--- src/include/cc_config.svh ---
`ifndef CC_CONFIG_SVH
`define CC_CONFIG_SVH

// ==================================================
// Color corrector configuration
// ==================================================

// Bits per color channel.
`define CC_PX_WIDTH    10

// Fraction bits of a coefficient magnitude.
`define CC_FRACT_WIDTH 10

// Cycles from input acceptance to output valid.
// Four MAC stages plus the clip stage.
`define CC_LATENCY     5

`endif

--- src/cc_pkg.sv ---
`include "cc_config.svh"

package cc_pkg;

// ==================================================
// Pixel stream types
// ==================================================

typedef logic [`CC_PX_WIDTH - 1 : 0] px_t;

typedef struct packed {
  px_t r;
  px_t g;
  px_t b;
} rgb_t;

// Last marks end of line, user marks start of frame.
typedef struct packed {
  rgb_t pix;
  logic last;
  logic user;
} beat_t;

// ==================================================
// Coefficient types
// ==================================================

localparam int COEF_MAG_WIDTH = `CC_PX_WIDTH + `CC_FRACT_WIDTH;
localparam int NUM_COEFS      = 12;

// Sign-magnitude value, mag scaled by 2**FRACT.
typedef struct packed {
  logic                          sign;
  logic [COEF_MAG_WIDTH - 1 : 0] mag;
} coef_t;

typedef enum logic [3 : 0] {
  SEL_A11, SEL_A12, SEL_A13, SEL_A14,
  SEL_A21, SEL_A22, SEL_A23, SEL_A24,
  SEL_A31, SEL_A32, SEL_A33, SEL_A34
} coef_sel_e;

typedef struct packed {
  coef_sel_e sel;
  coef_t     coef;
} coef_wr_t;

typedef coef_t [NUM_COEFS - 1 : 0] coef_set_t;

localparam int ACC_WIDTH = 2 * COEF_MAG_WIDTH + 2;

typedef logic signed [ACC_WIDTH - 1 : 0] acc_t;

endpackage

--- src/cc_clip_pack.sv ---
`include "cc_config.svh"

module cc_clip_pack import cc_pkg::*; (
  input  logic clk_i,
  input  logic rst_i,
  input  logic advance_i,
  input  acc_t sum_r_i,
  input  acc_t sum_g_i,
  input  acc_t sum_b_i,
  output rgb_t pix_o
);

// Floor by arithmetic shift, then saturate.
function automatic px_t clip( input acc_t sum_i );
  acc_t shifted;
  px_t  result;
  shifted = sum_i >>> `CC_FRACT_WIDTH;
  if( shifted[ACC_WIDTH - 1] )
    result = '0;
  else
    if( |shifted[ACC_WIDTH - 2 : `CC_PX_WIDTH] )
      result = '1;
    else
      result = shifted[`CC_PX_WIDTH - 1 : 0];
  return result;
endfunction

rgb_t pix_q;

// ==================================================
// Output register
// ==================================================

always_ff @( posedge clk_i, posedge rst_i )
  if( rst_i )
    pix_q <= '0;
  else
    if( advance_i )
      begin
        pix_q.r <= clip( sum_r_i );
        pix_q.g <= clip( sum_g_i );
        pix_q.b <= clip( sum_b_i );
      end

assign pix_o = pix_q;

endmodule

--- config.mk ---
export PLATFORM = sky130hd
export DESIGN_NAME = cc_clip_pack
export DESIGN_NICKNAME = d
export VERILOG_FILES = /design/src/cc_pkg.sv /design/src/cc_clip_pack.sv
export VERILOG_INCLUDE_DIRS = /design/src /design/src/include
export SDC_FILE = /design/constraint.sdc
export NUM_CORES = 1
export LEC_CHECK = 0
export CAP_MARGIN = 20
export CORE_ASPECT_RATIO = 0.7
export CORE_MARGIN = 8
export CORE_UTILIZATION = 56
export CTS_CLUSTER_DIAMETER = 50
export DETAILED_ROUTE_END_ITERATION = 10
export DONT_BUFFER_PORTS = 1
export GPL_TIMING_DRIVEN = 0
export PLACE_DENSITY = 0.74
export SLEW_MARGIN = 0
export SYNTH_ARGS = -nofsm -noshare
export SYNTH_HDL_FRONTEND = slang
export SYNTH_SLANG_ARGS = --single-unit
--- constraint.sdc ---
create_clock -name clk_i -period 0.8 [get_ports clk_i]
set_input_delay 0.16 -clock clk_i [delete_from_list [all_inputs] [get_ports clk_i]]
set_output_delay 0.16 -clock clk_i [all_outputs]
set_load 0.02 [all_outputs]
==> impl_metrics.py <==
metrics = {
    "logic_synthesis": {
        "yosysTopAreaCell": "dfrtp_1",
        "syn_area_sq_um": 1630,
        "ys.warnings.count": 0,
        "ys_ff_latch": 30,
        "synth-compound-area-share_pct": 18.4,
        "synth_top_family_by_area": "simple AND/OR/NAND/NOR gates",
        "synth_fp_nets": 290,
        "netlist.area_leader.share_pct": 46.1,
        "synthCells": 161,
        "syn_avg_cell_area_sq_um": 10.1,
        "synth_simple_gate_area_share_pct": 29.3,
        "synthXorXnorAreaFrac_pct": 0,
        "synth_area_leaders": "dfrtp_1 (46%), nor3_2 (18%), a21oi_1 (14%)",
        "yosysSeqAreaShare_pct": 46.1,
        "yosys.cell_types.count": 15,
        "synthAdderAreaFrac_pct": 0,
        "synth_mux_area_share_pct": 0,
    },
    "timing": {
        "whs_ns": -0.157,
        "max-slew-margin-rel_pct": 59.0,
        "worst_slack_ns": -0.151,
        "hold_viol_final": 13,
        "max_freq_mhz": 1050,
        "slew_viol_final": 0,
        "min_period_over_period_pct": 119,
        "setup_tns_ns": -6.30,
        "period_minus_slack_ns": 0.951,
        "setup_viol": 60,
        "rsz0062_at_grt": "true",
        "tightest_slew_ns": 0.614,
        "finalClockSkew_ns": 0,
    },
    "clock_tree": {
        "cts_made_buffers": 5,
        "cts_setup_buffers": 0,
        "clkTransAtPathRegs_ns": 0.06,
        "clkLatencyLatePin_ns": 0.28,
        "cts_htree_levels": 2,
        "clock_path_buffers": 2,
        "cts.sinks": 30,
        "root_buffer": "clkbuf_8",
        "cts_tree": "built",
    },
    "setup_path": {
        "timing.rr.start": "pix_o[2]",
        "critical_path_class": "in2reg",
        "arrival_ns": 1.10,
        "crit_path_end_kind": "register",
        "crit_path_start": "sum_r_i[41]",
        "path_buf_inv": 1,
        "crit_chain": "or4b_4 -> buf_6 -> nor3_2 -> a21oi_1",
        "critPathTopFamily": "simple AND/OR/NAND/NOR gates",
        "start_kind": "primary input",
        "path_max_fanout": 5,
        "critPathMaxStageDelay_ns": 0.55,
        "crit_slowest_cell": "or4b_4",
        "worstPathRequired_ns": 0.95,
    },
    "hold_path": {
        "min_path_type": "in2async",
    },
    "power_and_ir_drop": {
        "switching_power_mw": 1.05,
        "power.leakage_nw": 0.680,
        "peakVddDrop_mv": 1.28,
        "p_comb_share_pct": 10.1,
        "sw_frac_of_total_pct": 29.4,
        "intPower_mw": 2.51,
        "pwr-share-clk_pct": 34.9,
        "power.density_nw_per_um2": 1800,
        "seqPwrFrac_pct": 55.0,
    },
    "final_layout": {
        "drive_above_1_share_pct": 53.8,
        "layout_commonest_cell": "a21oi_1",
        "largest_register_ffs": 30,
        "diodes": 0,
        "instances_no_fill": 205,
        "area_delta_synth_final_pct": 21.7,
        "final_cell_mix": "a21oi_1 (36), dfrtp_2 (30), nor3_2 (18)",
        "layout.nets": 297,
    },
    "route": {
        "drc": 0,
        "dr.pass1.iters": 4,
        "vias_per_cell": 7.00,
        "wl_per_cell_microns": 27.3,
        "drt_iter0_markers": 129,
        "drtAntennaViolNets": 0,
        "drt_wl_total_mm": 5.60,
        "via_count": 1435,
    },
    "global_route": {
        "grt_pass1_vias": 1478,
        "grt_max_degree": 18,
        "grt-ovfl-total": 0,
        "grt_antenna_before_repair": 0,
        "grt_use_total_pct": 21.8,
        "grt_pass1_wl_mm": 8.21,
    },
    "placed_design": {
        "port_buffers": 0,
        "gp_congestion": 0.818,
        "dp_cells": 198,
        "dp_hpwl_mm": 4.05,
        "pre_cts_ws_ns": -0.472,
    },
    "floorplan": {
        "ios": 159,
        "die_w_microns": 80.5,
        "start_util_pct": 58.5,
        "dieArea_sq_um": 4920,
        "rows": 16,
        "core_sq_um": 2780,
        "dieHeight_microns": 61.1,
    },
    "status": {
        "status": "complete, but fails checks",
        "violations": "negative hold slack, negative setup slack",
    },
    "job": {
        "cap_violations": 0,
    },
}
routing by layer:
| metal | track usage [%] | up-vias | share of wire (%) |
|---|---|---|---|
| met1 | 26.3 | 698 | 36 |
| met5 | 0 | - | 0 |
| li1 | - | 625 | - |
| met4 | 6.70 | 0 | 1.1 |
| met2 | 33.9 | 103 | 50 |
| met3 | 10.2 | 9 | 13 |
power by group through the flow:
stage                     combinational, mW  clock [mW]  sequential (mW)
after floorplan                       0.245           0             1.92
after global placement                0.283           0             1.96
after detailed placement              0.319           0             1.96
after CTS                             0.329        1.25             1.96
after global routing                  0.401        1.34             1.98
final                                 0.360        1.24             1.96
final timing paths:
path                       depth (start not counted)   endpoint  slack [ns]
max reg2reg                                        2   pix_o[2]       -0.06
min                                                1  pix_o[27]       -0.16
min reg2reg                                        2  pix_o[26]        0.65
max in group asynchronous                          2  pix_o[13]        0.45
max                                                4  pix_o[20]       -0.15
min in group clk_i                                 2  pix_o[26]        0.03
metrics by stage:
step	power, mW	cell area [sq um]	utilization, %
detailed placement	2.28	1720	62.0
global placement	2.24	1700	61.0
CTS	3.54	1870	67.1
finish	3.56	1980	71.3
global route	3.71	1980	71.3
floorplan	2.16	1650	-
cells by family (layout without fill, tap and decap cells):
kind of cell / Yosys count / after routing
buffers and inverters: 15 / 21
and+or+nand+nor: 56 / 58
DFF: 30 / 30
AOI/OAI and AO/OA: 60 / 60
cell usage after synthesis:
cell type,number
buf_6,6
nor4_1,9
or4_1,3
buf_1,3
nor3_1,3
clkbuf_1,4
or4b_1,3
dfrtp_1,30
a21oi_1,44
and4_1,3
inv_1,2
o21ai_0,16
nor3_2,30
nor2b_1,3
nand2_1,2
final cells by class:
type	instances	area, sq um
clock inverter	1	5.00
sequential	30	788
inverter	2	7.51
timing repair buffer	3	53.8
fill	202	800
buffer	8	71.3
clock buffer	7	86.3
multi-input combinational	118	926
tap	36	45.0
timing repair:
action	in CTS	in global routing
pin swaps	0	3
cloned	4	0
gates resized for setup	32	31
hold endpoints to repair	13	13
endpoints found under the setup margin	60	60
(Power assumes the default switching activity.)
