**config.mk**
```make
export PLATFORM = sky130hd
export DESIGN_NAME = cc_coef_bank
export DESIGN_NICKNAME = d
export VERILOG_FILES = /design/src/cc_pkg.sv /design/src/cc_coef_bank.sv
export VERILOG_INCLUDE_DIRS = /design/src /design/src/include
export SDC_FILE = /design/constraint.sdc
export NUM_CORES = 1
export LEC_CHECK = 0
export BUFFER_PORTS_ARGS = -buffer_cell sky130_fd_sc_hd__buf_2
export CAP_MARGIN = 20
export CORE_ASPECT_RATIO = 1.5
export CORE_MARGIN = 2
export CORE_UTILIZATION = 40
export CTS_CLUSTER_SIZE = 12
export DETAILED_ROUTE_END_ITERATION = 8
export PLACE_DENSITY = 0.64
export SYNTH_ARGS = -nofsm -noshare
export SYNTH_HDL_FRONTEND = slang
export SYNTH_SLANG_ARGS = --single-unit
```
**constraint.sdc**
```tcl
create_clock -name clk_i -period 16 [get_ports clk_i]
set_input_delay 2.4 -clock clk_i [delete_from_list [all_inputs] [get_ports clk_i]]
set_output_delay 2.4 -clock clk_i [all_outputs]
set_load 0.02 [all_outputs]
```
**src/include/cc_config.svh**
```systemverilog
`ifndef CC_CONFIG_SVH
`define CC_CONFIG_SVH

// ==================================================
// Color corrector configuration
// ==================================================

// Bits per color channel.
`define CC_PX_WIDTH    10

// Fraction bits of a coefficient magnitude.
`define CC_FRACT_WIDTH 10

// Cycles from input acceptance to output valid.
// Four MAC stages plus the clip stage.
`define CC_LATENCY     5

`endif

```
**src/cc_pkg.sv**
```systemverilog
`include "cc_config.svh"

package cc_pkg;

// ==================================================
// Pixel stream types
// ==================================================

typedef logic [`CC_PX_WIDTH - 1 : 0] px_t;

typedef struct packed {
  px_t r;
  px_t g;
  px_t b;
} rgb_t;

// Last marks end of line, user marks start of frame.
typedef struct packed {
  rgb_t pix;
  logic last;
  logic user;
} beat_t;

// ==================================================
// Coefficient types
// ==================================================

localparam int COEF_MAG_WIDTH = `CC_PX_WIDTH + `CC_FRACT_WIDTH;
localparam int NUM_COEFS      = 12;

// Sign-magnitude value, mag scaled by 2**FRACT.
typedef struct packed {
  logic                          sign;
  logic [COEF_MAG_WIDTH - 1 : 0] mag;
} coef_t;

typedef enum logic [3 : 0] {
  SEL_A11, SEL_A12, SEL_A13, SEL_A14,
  SEL_A21, SEL_A22, SEL_A23, SEL_A24,
  SEL_A31, SEL_A32, SEL_A33, SEL_A34
} coef_sel_e;

typedef struct packed {
  coef_sel_e sel;
  coef_t     coef;
} coef_wr_t;

typedef coef_t [NUM_COEFS - 1 : 0] coef_set_t;

localparam int ACC_WIDTH = 2 * COEF_MAG_WIDTH + 2;

typedef logic signed [ACC_WIDTH - 1 : 0] acc_t;

endpackage

```
**src/cc_coef_bank.sv**
```systemverilog
`include "cc_config.svh"

module cc_coef_bank import cc_pkg::*; (
  input  logic      clk_i,
  input  logic      rst_i,
  input  logic      coef_wr_i,
  input  coef_wr_t  coef_wr_data_i,
  input  logic      coef_lock_i,
  output coef_set_t coef_set_o
);

localparam coef_t COEF_ONE = '{
  sign: 1'b0,
  mag:  COEF_MAG_WIDTH'( 1 ) << `CC_FRACT_WIDTH
};

function automatic coef_set_t identity_set();
  coef_set_t set;
  set          = '0;
  set[SEL_A11] = COEF_ONE;
  set[SEL_A22] = COEF_ONE;
  set[SEL_A33] = COEF_ONE;
  return set;
endfunction

localparam coef_set_t IDENTITY_SET = identity_set();

coef_set_t shadow;
coef_set_t shadow_next;
coef_set_t active;

// ==================================================
// Write decode
// ==================================================

always_comb
  begin
    shadow_next = shadow;
    for( int i = 0; i < NUM_COEFS; i++ )
      if( coef_wr_i && ( coef_wr_data_i.sel == coef_sel_e'( i ) ) )
        shadow_next[i] = coef_wr_data_i.coef;
  end

// Lock takes the shadow including a same-cycle write.
always_ff @( posedge clk_i, posedge rst_i )
  if( rst_i )
    begin
      shadow <= IDENTITY_SET;
      active <= IDENTITY_SET;
    end
  else
    begin
      shadow <= shadow_next;
      if( coef_lock_i )
        active <= shadow_next;
    end

assign coef_set_o = active;

endmodule

```
==> results.sh <==
export IMPL_antenna_found_initial=3
export IMPL_irDropWorstVdd_v=0.000117
export IMPL_startpoint_type="input port"
export IMPL_syn_area_per_cell_um2=9.98
export IMPL_p_leak_nw=10.8
export IMPL_period_share_pct=29.8
export IMPL_wl_mm=63.1
export IMPL_cp_endpoint="coef_set_o[7]"
export IMPL_clock_sinks=504
export IMPL_rsz0062_at_grt="no"
export IMPL_viasPerCell=5.72
export IMPL_hp_class="reg2reg"
export IMPL_grtUsageTotal_pct=24.2
export IMPL_fin_crit_ps=4770
export IMPL_finalHoldViolations=0
export IMPL_grt_pass1_vias=15350
export IMPL_fin_nets=2169
export IMPL_first_pass_iters=5
export IMPL_synth_async_reset_ratio_pct=100
export IMPL_power_density_mw_per_mm2=143
export IMPL_wl_per_cell_um=22.3
export IMPL_syn_to_final_growth_pct=16.0
export IMPL_first_iter_violations=1407
export IMPL_cts_resized=0
export IMPL_clockBufferDepth=3
export IMPL_initial_core_util_pct=40.4
export IMPL_hpwlAfterDp_mm=35.8
export IMPL_crit_start="coef_lock_i"
export IMPL_fillerInstances=4600
export IMPL_run_status="finished clean"
export IMPL_grt_max_degree=247
export IMPL_clock_latency_ps=560
export IMPL_max_cap_viol_count=0
export IMPL_synth_top_cell_area_share_pct=63.5
export IMPL_synthCells=1967
export IMPL_max_slew_margin_pct=26.8
export IMPL_post_cts_buffers=0
export IMPL_r2r_end="coef_set_o[115]"
export IMPL_yosysMostFrequentCell="dfrtp_1"
export IMPL_fp_dieW_um=185
export IMPL_io_buffers=280
export IMPL_ys_seq_area_share_pct=64.3
export IMPL_synth_fp_nets=1996
export IMPL_r2r_slack_ps=15070
export IMPL_netlist_area_mm2=0.0196
export IMPL_vias=16160
export IMPL_layout_setup_ws_ps=11230
export IMPL_synth_cell_type_count=28
export IMPL_critPathKind="in2reg"
export IMPL_h_tree_depth=2
export IMPL_grt_first_pass_wirelength_mm=93.8
export IMPL_io_pins=281
export IMPL_std_cell_rows=99
export IMPL_synth_top_cell_by_area="dfrtp_1"
export IMPL_numCtsBuffers=49
export IMPL_timing_final_max_slew_violations=0
export IMPL_critPathCaptureType="flip-flop"
export IMPL_core_mm2=0.0486
export IMPL_cts_root_buf="clkbuf_16"
export IMPL_route_detailed_drc=0
export IMPL_crit_required_ps=16480
export IMPL_cp_max_fo=246
export IMPL_overflow=0
export IMPL_drtAntennaViolNets=0
export IMPL_cts_tree="done"
export IMPL_finClkSkew_ps=10.9
export IMPL_postCtsHoldBufs=0
export IMPL_synth_top_cells_by_area="dfrtp_1, a31oi_1, nand3_1"
export IMPL_finalSetupTns_ps=0
export IMPL_gp_congestion=0.776
export IMPL_synth_seq_cells=504
export IMPL_clock_fmax_ghz=0.209
export IMPL_die_area_mm2=0.0509
export IMPL_place_ws_ps=9990
export IMPL_synth_common_cells="dfrtp_1, nor2_1, a31oi_1, nand2_1, nand3_1"
export IMPL_ys_warnings_count=0
export IMPL_synthFlopType="dfrtp_1"
export IMPL_synth_edf_count=0
export IMPL_ff2ff_path_depth=2
export IMPL_clkSlewWorstSetupHoldPaths_ps=60
export IMPL_worstPathArrival_ps=5260
export IMPL_dieHeight_um=275
export IMPL_finalSetupViolCount=0
export IMPL_worst_pin_slew_ps=1100
export IMPL_r2r_start="shadow[115]"
export IMPL_drive_gt1_share_pct=18.0
==> registers in the layout, summed over array words and instances (netlist names) <==
register    count
shadow        252
coef_set_o    252
==> worst max-delay path, cell delays in order <==
cell     delay [ps]
buf_8           620
buf_12          710
buf_4           900
nor2_1          140
a31oi_1         190
==> power by group <==
part	total, mW	internal [mW]	switching [mW]
sequential	1.60	1.50	0.106
combinational	0.599	0.183	0.416
clock	1.06	0.587	0.475
==> worst min-delay path by stage <==
stage                     cells past startpoint          to  slack, ps  startpoint
after CTS                                     2  shadow[35]        490  shadow[35]
after global routing                          2  shadow[96]        510  shadow[96]
after floorplan                               2  shadow[21]        450  shadow[21]
final                                         2  shadow[35]        490  shadow[35]
after detailed placement                      2  shadow[35]        470  shadow[35]
after global placement                        2  shadow[21]        470  shadow[21]
==> layout make-up <==
class	count	area, um2	share of cell area, %
multi-input cells	1276	6200	27.2
well taps	656	821	3.60
diodes	1	2.50	0.0110
inverters	2	11.3	0.0494
repair buffers	307	1710	7.52
flip-flops and latches	504	12600	55.4
clock inverters	4	26.3	0.115
clock buffers	75	1380	6.04
==> per-layer routing <==
metal	global-route usage (%)	vias up	routed length, um
li1	-	7177	-
met1	32.1	8197	25500
met2	40.1	678	30800
met3	4.09	106	4450
met4	8.79	2	2290
met5	0	-	13
==> logic make-up (layout without fill, tap and decap cells) <==
group | after synthesis | count (layout) | share of synthesized area (%)
buffers and inverters | 187 | 388 | 4.36
AND/OR/NAND/NOR | 772 | 772 | 16.9
AO/OA/AOI/OAI | 504 | 504 | 14.4
flip-flops | 504 | 504 | 64.3
other | 0 | 1 | 0
==> layout by cell type, fill, tap and decap left out, types with 10 or more instances in the layout <==
master / n
clkbuf_16: 51
nand2_1: 252
o21ai_1: 35
o21ai_0: 217
clkbuf_1: 23
nor2_1: 252
nand3_1: 243
buf_4: 21
a31oi_1: 252
dfrtp_1: 498
buf_2: 279
nand3_2: 10
==> metrics by stage <==
stage	instance area, um2	hold WS (ps)	std cells	utilization (%)	power [mW]
2_1_floorplan	19600	452	1967	-	1.99
3_3_place_gp	21300	467	2741	43.8	2.20
3_5_place_dp	21300	473	2742	43.9	2.22
4_1_cts	22700	488	2821	46.7	3.29
5_1_grt	22800	509	2824	46.9	3.42
6_report	22800	486	2825	46.9	3.27
Note: power is estimated with default switching activity, not from simulation.
