--- config.mk ---
export PLATFORM = sky130hd
export DESIGN_NAME = cc_stage_ctrl
export DESIGN_NICKNAME = d
export VERILOG_FILES = /design/src/cc_stage_ctrl.sv
export VERILOG_INCLUDE_DIRS = /design/src /design/src/include
export SDC_FILE = /design/constraint.sdc
export NUM_CORES = 1
export LEC_CHECK = 0
export BUFFER_PORTS_ARGS = -buffer_cell sky130_fd_sc_hd__clkbuf_2
export CORE_MARGIN = 4
export CORE_UTILIZATION = 46
export DETAILED_ROUTE_END_ITERATION = 10
export GPL_TIMING_DRIVEN = 1
export PLACE_DENSITY = 0.81
export SLEW_MARGIN = 25
export SYNTH_ARGS = -nofsm -noshare
export SYNTH_HDL_FRONTEND = slang
export SYNTH_SLANG_ARGS = --single-unit
--- constraint.sdc ---
create_clock -name clk_i -period 1.1 [get_ports clk_i]
set_input_delay 0.055 -clock clk_i [delete_from_list [all_inputs] [get_ports clk_i]]
set_output_delay 0.055 -clock clk_i [all_outputs]
set_load 0.02 [all_outputs]
--- src/include/cc_config.svh ---
`ifndef CC_CONFIG_SVH
`define CC_CONFIG_SVH

// ==================================================
// Color corrector configuration
// ==================================================

// Bits per color channel.
`define CC_PX_WIDTH    10

// Fraction bits of a coefficient magnitude.
`define CC_FRACT_WIDTH 10

// Cycles from input acceptance to output valid.
// Four MAC stages plus the clip stage.
`define CC_LATENCY     5

`endif

--- src/cc_stage_ctrl.sv ---
`include "cc_config.svh"

module cc_stage_ctrl (
  input  logic clk_i,
  input  logic rst_i,
  input  logic in_valid_i,
  input  logic in_last_i,
  input  logic in_user_i,
  input  logic out_ready_i,
  output logic advance_o,
  output logic out_valid_o,
  output logic out_last_o,
  output logic out_user_o
);

localparam int LAST_STAGE = `CC_LATENCY - 1;

logic [LAST_STAGE : 0] valid_q;
logic [LAST_STAGE : 0] last_q;
logic [LAST_STAGE : 0] user_q;

// ==================================================
// Stall decision
// ==================================================

// Whole pipeline moves unless a valid output is held.
assign advance_o = !valid_q[LAST_STAGE] || out_ready_i;

always_ff @( posedge clk_i, posedge rst_i )
  if( rst_i )
    valid_q <= '0;
  else
    if( advance_o )
      valid_q <= { valid_q[LAST_STAGE - 1 : 0], in_valid_i };

// Sideband flags follow their beat.
always_ff @( posedge clk_i, posedge rst_i )
  if( rst_i )
    begin
      last_q <= '0;
      user_q <= '0;
    end
  else
    if( advance_o )
      begin
        last_q <= { last_q[LAST_STAGE - 1 : 0], in_last_i };
        user_q <= { user_q[LAST_STAGE - 1 : 0], in_user_i };
      end

assign out_valid_o = valid_q[LAST_STAGE];
assign out_last_o  = last_q[LAST_STAGE];
assign out_user_o  = user_q[LAST_STAGE];

endmodule

==> flow_summary_export.csv, run 1 <==
group,metric,value,unit
status,outcome,"finished, violations left",
status,failed_checks,"setup timing",
clock_tree,clock_latency,0.28,ns
worst_setup_path,worst-setup-path-type,"reg2reg",
place,gp_congestion,0.6750,
synth,synth_cell_types,8,
sta,slew_headroom,64.71,%
sta,final.min_clock_period,1.182,ns
worst_setup_path,slowest_stage,"dfrtp_2",
routing,ant_nets,0,
synth,yosysTopAreaCell,"dfrtp_1",
place,post-place-ws,-0.03753,ns
power_and_ir_drop,leakagePower,0.0003848,µW
clock_tree,clock-root-buffer,"clkbuf_4",
worst_setup_path,cp_data_required_time,1.26,ns
synth,syn_area,621.8,µm²
routing,drcViolationCount,0,
floorplanning,initial_core_util,52.43,%
worst_setup_path,rrSetupSlack,-0.08,ns
sta,max_freq,846.0,MHz
power_and_ir_drop,total_power,2046,µW
final_layout,fin_area,774.5,µm²
routing,drtIter0Drc,15,
place,port_buffers,9,
sta,hold_viol,0,
routing,drt-total-wl,883,µm
place,post_dp_cell_area,674.4,µm²
clock_tree,cts.path.max_buffers,2,
routing,vias,324,
global_routing,grt_pass1_wl,1566,µm
floorplanning,die_h,44.77,µm
sta,report.final.slew_viol_count,0,
min_path,hp-class,"in2reg",
clock_tree,path_clk_slew,0.09,ns
sta,rsz0062_at_grt,"yes",
global_routing,grt_max_degree,16,
final_layout,final_nets,60,
routing,drtPass1Iterations,4,
global_routing,globalRouteOverflowTotal,0,
global_routing,grt.total_usage,11.52,%
clock_tree,cts_num_sinks,15,
synth,yosys_warnings,0,
worst_setup_path,critPathLaunch,"valid_q[4]$_DFFE_PP0P_",
routing,via_per_inst,4.836,
sta,finalWorstSetupSlack,-0.08202,ns
clock_tree,cts_tree,"built",
sta,setup_viol,15,
final_layout,syn_to_final_growth,24.55,%
sta,post-route-period-util,107.5,%
synth,yosysSeqAreaShare,60.36,%
worst_setup_path,crit_chain,"nor2b_4 -> buf_4 -> mux2_2",
worst_setup_path,cpPeakStageDelay,0.36,ns
worst_setup_path,r2r_start,"valid_q[4]$_DFFE_PP0P_",
routing,wire_per_inst,13.18,µm
worst_setup_path,r2r_end,"valid_q[3]$_DFFE_PP0P_",
synth,ys_ff_latch,15,
global_routing,grt_pass1_vias,350,
worst_setup_path,endpoint,"valid_q[3]$_DFFE_PP0P_",
synth,syn_avg_cell_area,17.77,µm²
final_layout,antenna_cells,0,
sta,worstMarginPinSlew,0.5288,ns
floorplanning,pin_count,10,
power_and_ir_drop,peakVddDrop,1223,µV
worst_setup_path,worst-path-max-fanout,5,
worst_setup_path,startpoint_type,"register",
global_routing,antenna_found_initial,0,
worst_setup_path,cp_data_arrival_time,1.34,ns
clock_tree,cts_buffers,3,
synth,syn_nets,41,
job,max-cap-violations,0,
synth,synth_area_leaders,"dfrtp_1 60%, mux2_4 19%, mux2_2 11%, buf_12 3.2%, nor2b_4 2.2%",
synth,yosysTopAreaCellShare,60.36,%
worst_setup_path,endpoint_kind,"register",
floorplanning,fp.dieW,44.77,µm
floorplanning,die_area,2004,µm²
final_layout,drive_above_1_share,64.15,%
power_and_ir_drop,p_per_area,2642,nW/µm²
floorplanning,core,1186,µm²
min_path,hp-start,"in_last_i",
worst_setup_path,rr_worst_depth,3,
sta,fin_worst_skew,0.005639,ns
clock_tree,htree_levels,1,
synth,synthCells,35,
sta,tns,-0.8972,ns
floorplanning,num_rows,12,
-- metal layers --
layer	vias up	part of all wire (%)	wire [µm]	global-route usage, %
li1	151	-	-	-
met1	158	44	388	14.43
met2	15	47	419	16.33
met3	0	8.4	74	4.781
met4	0	0	0	7.229
met5	-	0	0	0
-- worst min path at each step --
stage / end / cells past startpoint
4_1_cts: user_q[0]$_DFFE_PP0P_ / 2
6_report: last_q[0]$_DFFE_PP0P_ / 2
3_5_place_dp: user_q[4]$_DFFE_PP0P_ / 2
2_1_floorplan: last_q[0]$_DFFE_PP0P_ / 1
3_3_place_gp: user_q[3]$_DFFE_PP0P_ / 2
5_1_grt: last_q[0]$_DFFE_PP0P_ / 2
-- cell usage after synthesis (all sizes together) --
cell type	n
buf	2
dfrtp	15
mux2	14
inv	2
nor2b	1
or2	1
-- cell families after synthesis --
family                 count (synthesis)  synth area share (%)
DFF                                   15                 60.36
muxes                                 14                 30.18
and+or+nand+nor                        2                 3.219
buffers and inverters                  4                 6.238
-- worst max-delay path: cells and delay by family (launching register included) --
kind	cells	cell delay [ns]
buffers and inverters	1	0.15
DFF	1	0.36
muxes	1	0.33
and+or+nand+nor	1	0.23
-- cell usage in the layout, fill, tap and decap left out, drive strengths merged --
| cell type | synthesis | layout |
|---|---|---|
| dfrtp | 15 | 15 |
| dlygate4sd3 | 0 | 3 |
| clkinv | 0 | 1 |
| clkbuf | 0 | 12 |
| or2 | 1 | 1 |
| inv | 2 | 2 |
| mux2 | 14 | 14 |
| nor2b | 1 | 1 |
| buf | 2 | 4 |
-- report_power, final --
part	total (µW)	switching [µW]	internal (µW)
logic	808	286	523
clock network	299	164	135
registers	939	137	803
total	2050	586	1460
-- per-stage QoR --
stage	hold WS, ns	utilization (%)	std cells
6_report	0.01246	65.30	67
5_1_grt	0.0006515	65.30	67
4_1_cts	0.0003483	62.97	64
3_5_place_dp	0.1062	56.86	57
3_3_place_gp	0.08102	56.86	57
2_1_floorplan	-0.04359	-	35
-- flip-flops by register name, summed over array words and instances (netlist names) --
register and cells:
last_q 5, user_q 5, valid_q 5
-- area by class of cell --
type / instances / area [µm²]
fillers: 90 / 411.6
flip-flops and latches: 15 / 376.6
multi-input cells: 16 / 219.0
repair buffers: 16 / 126.4
clock buffers: 3 / 22.52
well taps: 14 / 17.52
inverters: 2 / 7.507
clock inverters: 1 / 5.005
-- what timing repair did --
item                       CTS  global route
pin swaps                    0             0
hold endpoints to repair    15             2
buffers inserted             3             1
setup endpoints to repair   11            16
gates resized for setup      5             0
hold buffers                 1             2
No activity file was read; power rests on OpenSTA's default activity.
==> run 2, diff against run 1 <==
HOLD_SLACK_MARGIN = 0.08   (was default)
PLACE_DENSITY = 0.7   (was 0.81)
==> flow_summary_export.csv, run 2 (same netlist as run 1, synthesis figures left out) <==
group,metric,value,unit
status,outcome,"finished, violations left",
status,failed_checks,"setup timing",
routing,wire_per_inst,13.31,µm
floorplanning,pin_count,10,
final_layout,final_nets,63,
sta,setup_viol,14,
floorplanning,die_h,44.77,µm
worst_setup_path,worst-setup-path-type,"reg2reg",
clock_tree,htree_levels,1,
clock_tree,path_clk_slew,0.08,ns
final_layout,final_cell_mix,"14 x dfrtp_1, 8 x mux2_4, 8 x clkbuf_2, 6 x mux2_2, 6 x buf_4",
place,gp_congestion,0.6764,
clock_tree,cts_tree,"built",
sta,tns,-0.6136,ns
global_routing,grt_max_degree,16,
final_layout,fin_util,65.30,%
sta,rsz0062_at_grt,"yes",
routing,ant_nets,0,
final_layout,regArea,376.6,µm²
routing,via_per_inst,4.729,
sta,post-route-period-util,106.6,%
final_layout,final_common_cell,"dfrtp_1",
power_and_ir_drop,p_per_area,2573,nW/µm²
place,dp_hpwl,632.5,µm
sta,worstMarginPinSlew,0.5304,ns
global_routing,grt.total_usage,12.43,%
routing,drtPass1Iterations,1,
final_layout,antenna_cells,0,
clock_tree,cts_buffers,3,
routing,drtIter0Drc,0,
sta,slew_headroom,64.60,%
sta,hold_viol,0,
clock_tree,cts_num_sinks,15,
final_layout,syn_to_final_growth,24.55,%
final_layout,largestRegisters,"last_q: 5 flops, user_q: 5 flops, valid_q: 5 flops",
clock_tree,cts.path.max_buffers,2,
final_layout,drive_above_1_share,62.50,%
worst_setup_path,startpoint_type,"register",
sta,report.final.slew_viol_count,0,
routing,drt-total-wl,932,µm
sta,final.min_clock_period,1.172,ns
global_routing,grt_pass1_vias,376,
global_routing,grt_pass1_wl,1725,µm
floorplanning,initial_core_util,52.43,%
floorplanning,die_area,2004,µm²
floorplanning,fp.dieW,44.77,µm
worst_setup_path,rrSetupSlack,-0.07,ns
place,port_buffers,9,
worst_setup_path,cp_data_arrival_time,1.33,ns
routing,vias,331,
place,dp_cells,57,
floorplanning,core,1186,µm²
power_and_ir_drop,peakVddDrop,1177,µV
global_routing,globalRouteOverflowTotal,0,
power_and_ir_drop,leakagePower,0.0003806,µW
final_layout,fillCellCount,85,
routing,drcViolationCount,0,
min_path,hp-class,"in2reg",
worst_setup_path,endpoint_kind,"register",
worst_setup_path,worst-path-max-fanout,7,
worst_setup_path,cp_data_required_time,1.26,ns
global_routing,antenna_found_initial,0,
final_layout,multi_input_area,207.7,µm²
sta,max_freq,853.0,MHz
sta,finalWorstSetupSlack,-0.07227,ns
job,max-cap-violations,0,
final_layout,stdcell_count,70,
floorplanning,num_rows,12,
clock_tree,clock_latency,0.27,ns
clock_tree,clock-root-buffer,"clkbuf_4",
sta,fin_worst_skew,0.001557,ns
## run 2: cell count changes in the layout (fill, tap and decap cells not counted)
cell,before,now
mux2_2,3,6
buf_12,1,0
buf_4,3,6
clkinv_2,1,0
mux2_4,11,8
clkbuf_1,0,1
dlygate4sd3_1,3,4
## run 2: timing repair
item,in CTS,in global routing
pin swaps,0,0
endpoints found under the hold margin,18,0
hold buffers,4,0
endpoints found under the setup margin,7,16
gates resized for setup,2,0
buffers inserted,6,0
## run 2: area by class of cell
cell class                      instances  share of cell area (%)
Multi-Input combinational cell         16                   26.82
Inverter                                2                  0.9693
Tap cell                               14                   2.262
Clock buffer                            4                   3.393
Timing Repair Buffer                   19                   17.93
Sequential cell                        15                   48.63
## run 2: path summary, 6_finish.rpt
check,startpoint,end,cells after the start
setup / recovery,valid_q[4]$_DFFE_PP0P_,user_q[4]$_DFFE_PP0P_,3
hold / removal,out_ready_i,last_q[0]$_DFFE_PP0P_,4
setup reg to reg,valid_q[4]$_DFFE_PP0P_,user_q[4]$_DFFE_PP0P_,3
hold reg to reg,valid_q[3]$_DFFE_PP0P_,valid_q[4]$_DFFE_PP0P_,1
max in group asynchronous,rst_i,valid_q[4]$_DFFE_PP0P_,3
min in group asynchronous,rst_i,last_q[3]$_DFFE_PP0P_,3
## run 2: power by group
part	total [µW]	internal [µW]	switching, µW
logic	770	490	280
registers	938	803	135
clock network	285	140	145
## run 2: routing by layer
layer	track usage (%)	wire [µm]	vias up	part of all wire (%)
met5	0	0	-	0
met2	18.91	451	8	48
li1	-	-	158	-
met1	15.64	420	163	45
met3	3.586	51	2	5.5
met4	7.229	8	0	0.86
## run 2: worst max-delay path, cell delays in order (launching register included)
cell and delay [ns]:
dfrtp_2 0.36, nor2b_4 0.21, buf_4 0.17, mux2_2 0.33
## run 2: through the flow
step / hold WS [ns] / cell area, µm² / total power [µW] / setup WS [ns]
2_1_floorplan: -0.04359 / 623.1 / 1506 / -0.1315
3_3_place_gp: 0.08174 / 674.4 / 1606 / 0.005841
3_5_place_dp: 0.09793 / 674.4 / 1653 / -0.01806
4_1_cts: 0.2746 / 774.5 / 2021 / -0.08839
5_1_grt: 0.2855 / 774.5 / 2135 / -0.1435
6_report: 0.2861 / 774.5 / 1993 / -0.07227
==> run 3, diff against run 2 <==
ABC_AREA = 1   (was default)
==> flow_summary_export.csv, run 3 <==
group,metric,value,unit
clock_tree,cts_buffers,3,
sta,slew_headroom,62.24,%
power_and_ir_drop,p_per_area,2572,nW/µm²
sta,post-route-period-util,94.56,%
floorplanning,num_rows,12,
global_routing,grt.total_usage,13.27,%
power_and_ir_drop,clockPowerShare,15.7,%
synth,syn_nets,71,
final_layout,largestRegisters,"last_q: 5 flops, user_q: 5 flops, valid_q: 5 flops",
synth,yosysSeqAreaShare,61.86,%
worst_setup_path,worst-setup-path-type,"reg2out",
synth,synthSimpleGateAreaFrac,31.34,%
synth,yosys.area_share.adder,0,%
routing,drt-total-wl,1158,µm
sta,holdWs,0.1860,ns
job,max-cap-violations,0,
power_and_ir_drop,power_frac_seq,47.2,%
synth,syn_avg_cell_area,9.336,µm²
global_routing,grt_pass1_wl,1904,µm
synth,ys_ff_latch,15,
final_layout,multi_input_area,190.2,µm²
final_layout,regArea,375.4,µm²
clock_tree,path_clk_slew,0.08,ns
power_and_ir_drop,sw_frac_of_total,36.04,%
routing,drtPass1Iterations,4,
clock_tree,clock-root-buffer,"clkbuf_4",
final_layout,fillCellCount,89,
synth,synth_mux_area_share,0,%
sta,fin_worst_skew,0.003768,ns
power_and_ir_drop,power.switching,705.2,µW
clock_tree,htree_levels,1,
routing,via_per_inst,4.929,
floorplanning,initial_core_util,51.82,%
global_routing,antenna_found_initial,0,
power_and_ir_drop,leakagePower,0.0004283,µW
sta,tns,0,ns
global_routing,grt_pass1_vias,426,
clock_tree,clock_latency,0.27,ns
synth,synth_cell_types,7,
routing,wire_per_inst,11.70,µm
status,outcome,"complete, no violations",
synth,synth_top_family_by_area,"simple AND/OR/NAND/NOR gates",
power_and_ir_drop,p_comb_share,37.1,%
final_layout,drive_above_1_share,22.35,%
synth,syn_area,606.8,µm²
clock_tree,cts_tree,"built",
final_layout,final_common_cell,"nand2_1",
global_routing,globalRouteOverflowTotal,0,
synth,synth_flop_cell,"dfrtp_1",
place,port_buffers,9,
synth,synth_most_common_cell,"nand2_1",
synth,synth-async-reset-ratio,100.0,%
synth,synth_common_cells,"29 x nand2_1, 15 x dfrtp_1, 14 x nand3_1",
synth,synthXorXnorAreaFrac,0,%
final_layout,final_cell_mix,"29 x nand2_1, 15 x dfrtp_1, 14 x nand3_1, 8 x clkbuf_2, 5 x buf_4",
sta,rsz0062_at_grt,"no",
sta,final.min_clock_period,1.040,ns
worst_setup_path,endpoint,"out_valid_o",
synth,yosys_warnings,0,
synth,synth_area_leaders,"dfrtp_1 62%, nand2_1 18%, nand3_1 12%, buf_6 3.7%, inv_1 1.9%",
place,gp_congestion,0.7043,
floorplanning,pin_count,10,
worst_setup_path,r2r_start,"valid_q[4]$_DFFE_PP0P_",
worst_setup_path,critPathLaunch,"valid_q[4]$_DFFE_PP0P_",
floorplanning,die_area,1964,µm²
final_layout,syn_to_final_growth,25.36,%
global_routing,grt_max_degree,16,
worst_setup_path,startpoint_type,"register",
routing,vias,488,
worst_setup_path,r2r_end,"valid_q[1]$_DFFE_PP0P_",
power_and_ir_drop,p_int,1251,µW
power_and_ir_drop,peakVddDrop,1546,µV
floorplanning,fp.dieW,44.32,µm
final_layout,final_nets,92,
routing,ant_nets,0,
sta,max_freq,961.4,MHz
worst_setup_path,endpoint_kind,"output pin",
floorplanning,core,1171,µm²
routing,drcViolationCount,0,
worst_setup_path,rr_worst_depth,4,
worst_setup_path,rrSetupSlack,0.14,ns
synth,yosysTopAreaCellShare,61.86,%
sta,hold_viol,0,
synth,synth_compound_area_share,0,%
synth,synthCells,65,
sta,worstMarginPinSlew,0.5657,ns
synth,yosysTopAreaCell,"dfrtp_1",
min_path,hp-class,"in2reg",
synth,synth_edf_count,0,
routing,drtIter0Drc,11,
final_layout,antenna_cells,0,
floorplanning,die_h,44.32,µm
sta,setup_viol,0,
worst_setup_path,cp_data_arrival_time,0.99,ns
clock_tree,cts_num_sinks,15,
sta,report.final.slew_viol_count,0,
clock_tree,cts.path.max_buffers,2,
worst_setup_path,cp_data_required_time,1.04,ns
worst_setup_path,worst-path-max-fanout,5,
-- run 3: power by group through the flow --
stage | logic [µW] | clock network (µW) | registers (µW)
floorplan | 386 | 0 | 988
global placement | 591 | 0 | 929
detailed placement | 605 | 0 | 929
CTS | 657 | 312 | 921
global route | 815 | 334 | 956
finish | 727 | 307 | 923
-- run 3: cell families after synthesis --
| logic type | count (synthesis) |
|---|---|
| AND/OR/NAND/NOR | 44 |
| buffers and inverters | 6 |
| flip-flops | 15 |
-- run 3: final cells by class --
type                            count  area share (%)
Clock buffer                        4           3.454
Timing Repair Buffer               19           18.42
Tap cell                           14           2.303
Multi-Input combinational cell     44           25.00
Sequential cell                    15           49.34
Inverter                            3           1.480
-- run 3: worst min path at each step --
stage,start,endpoint,depth (start not counted)
3_5_place_dp,rst_i,user_q[4]$_DFFE_PP0P_,2
6_report,out_ready_i,last_q[4]$_DFFE_PP0P_,4
5_1_grt,out_ready_i,last_q[4]$_DFFE_PP0P_,4
3_3_place_gp,rst_i,last_q[4]$_DFFE_PP0P_,2
4_1_cts,out_ready_i,last_q[4]$_DFFE_PP0P_,4
2_1_floorplan,rst_i,last_q[0]$_DFFE_PP0P_,1
-- run 3: through the flow --
stage	util [%]	instances	worst slack, ns	cell area, µm²	total power (µW)
after floorplan	-	65	0.06529	606.8	1374
after global placement	56.52	88	0.2758	661.9	1520
after detailed placement	56.52	88	0.2671	661.9	1534
after CTS	63.35	97	0.01797	742.0	1890
after global routing	64.96	99	0.02314	760.7	2105
final	64.96	99	0.05984	760.7	1957
-- run 3: timing repair --
item / in CTS / in global routing
gates resized for setup: 2 / 2
hold endpoints to repair: 18 / 0
buffers inserted: 1 / 2
endpoints found under the setup margin: 2 / 1
hold buffers: 4 / 0
-- run 3: per-layer routing --
metal / track usage [%] / vias to the layer above / part of all wire, %
met4: 7.229 / 0 / 1.0
li1: - / 243 / -
met1: 19.64 / 233 / 49
met2: 18.02 / 10 / 45
met5: 0 / - / 0
met3: 2.439 / 2 / 4.0
-- run 3: critical path, cell delays in order, from the launching register on --
cell,delay (ns)
dfrtp_1,0.44
buf_6,0.15
buf_6,0.12
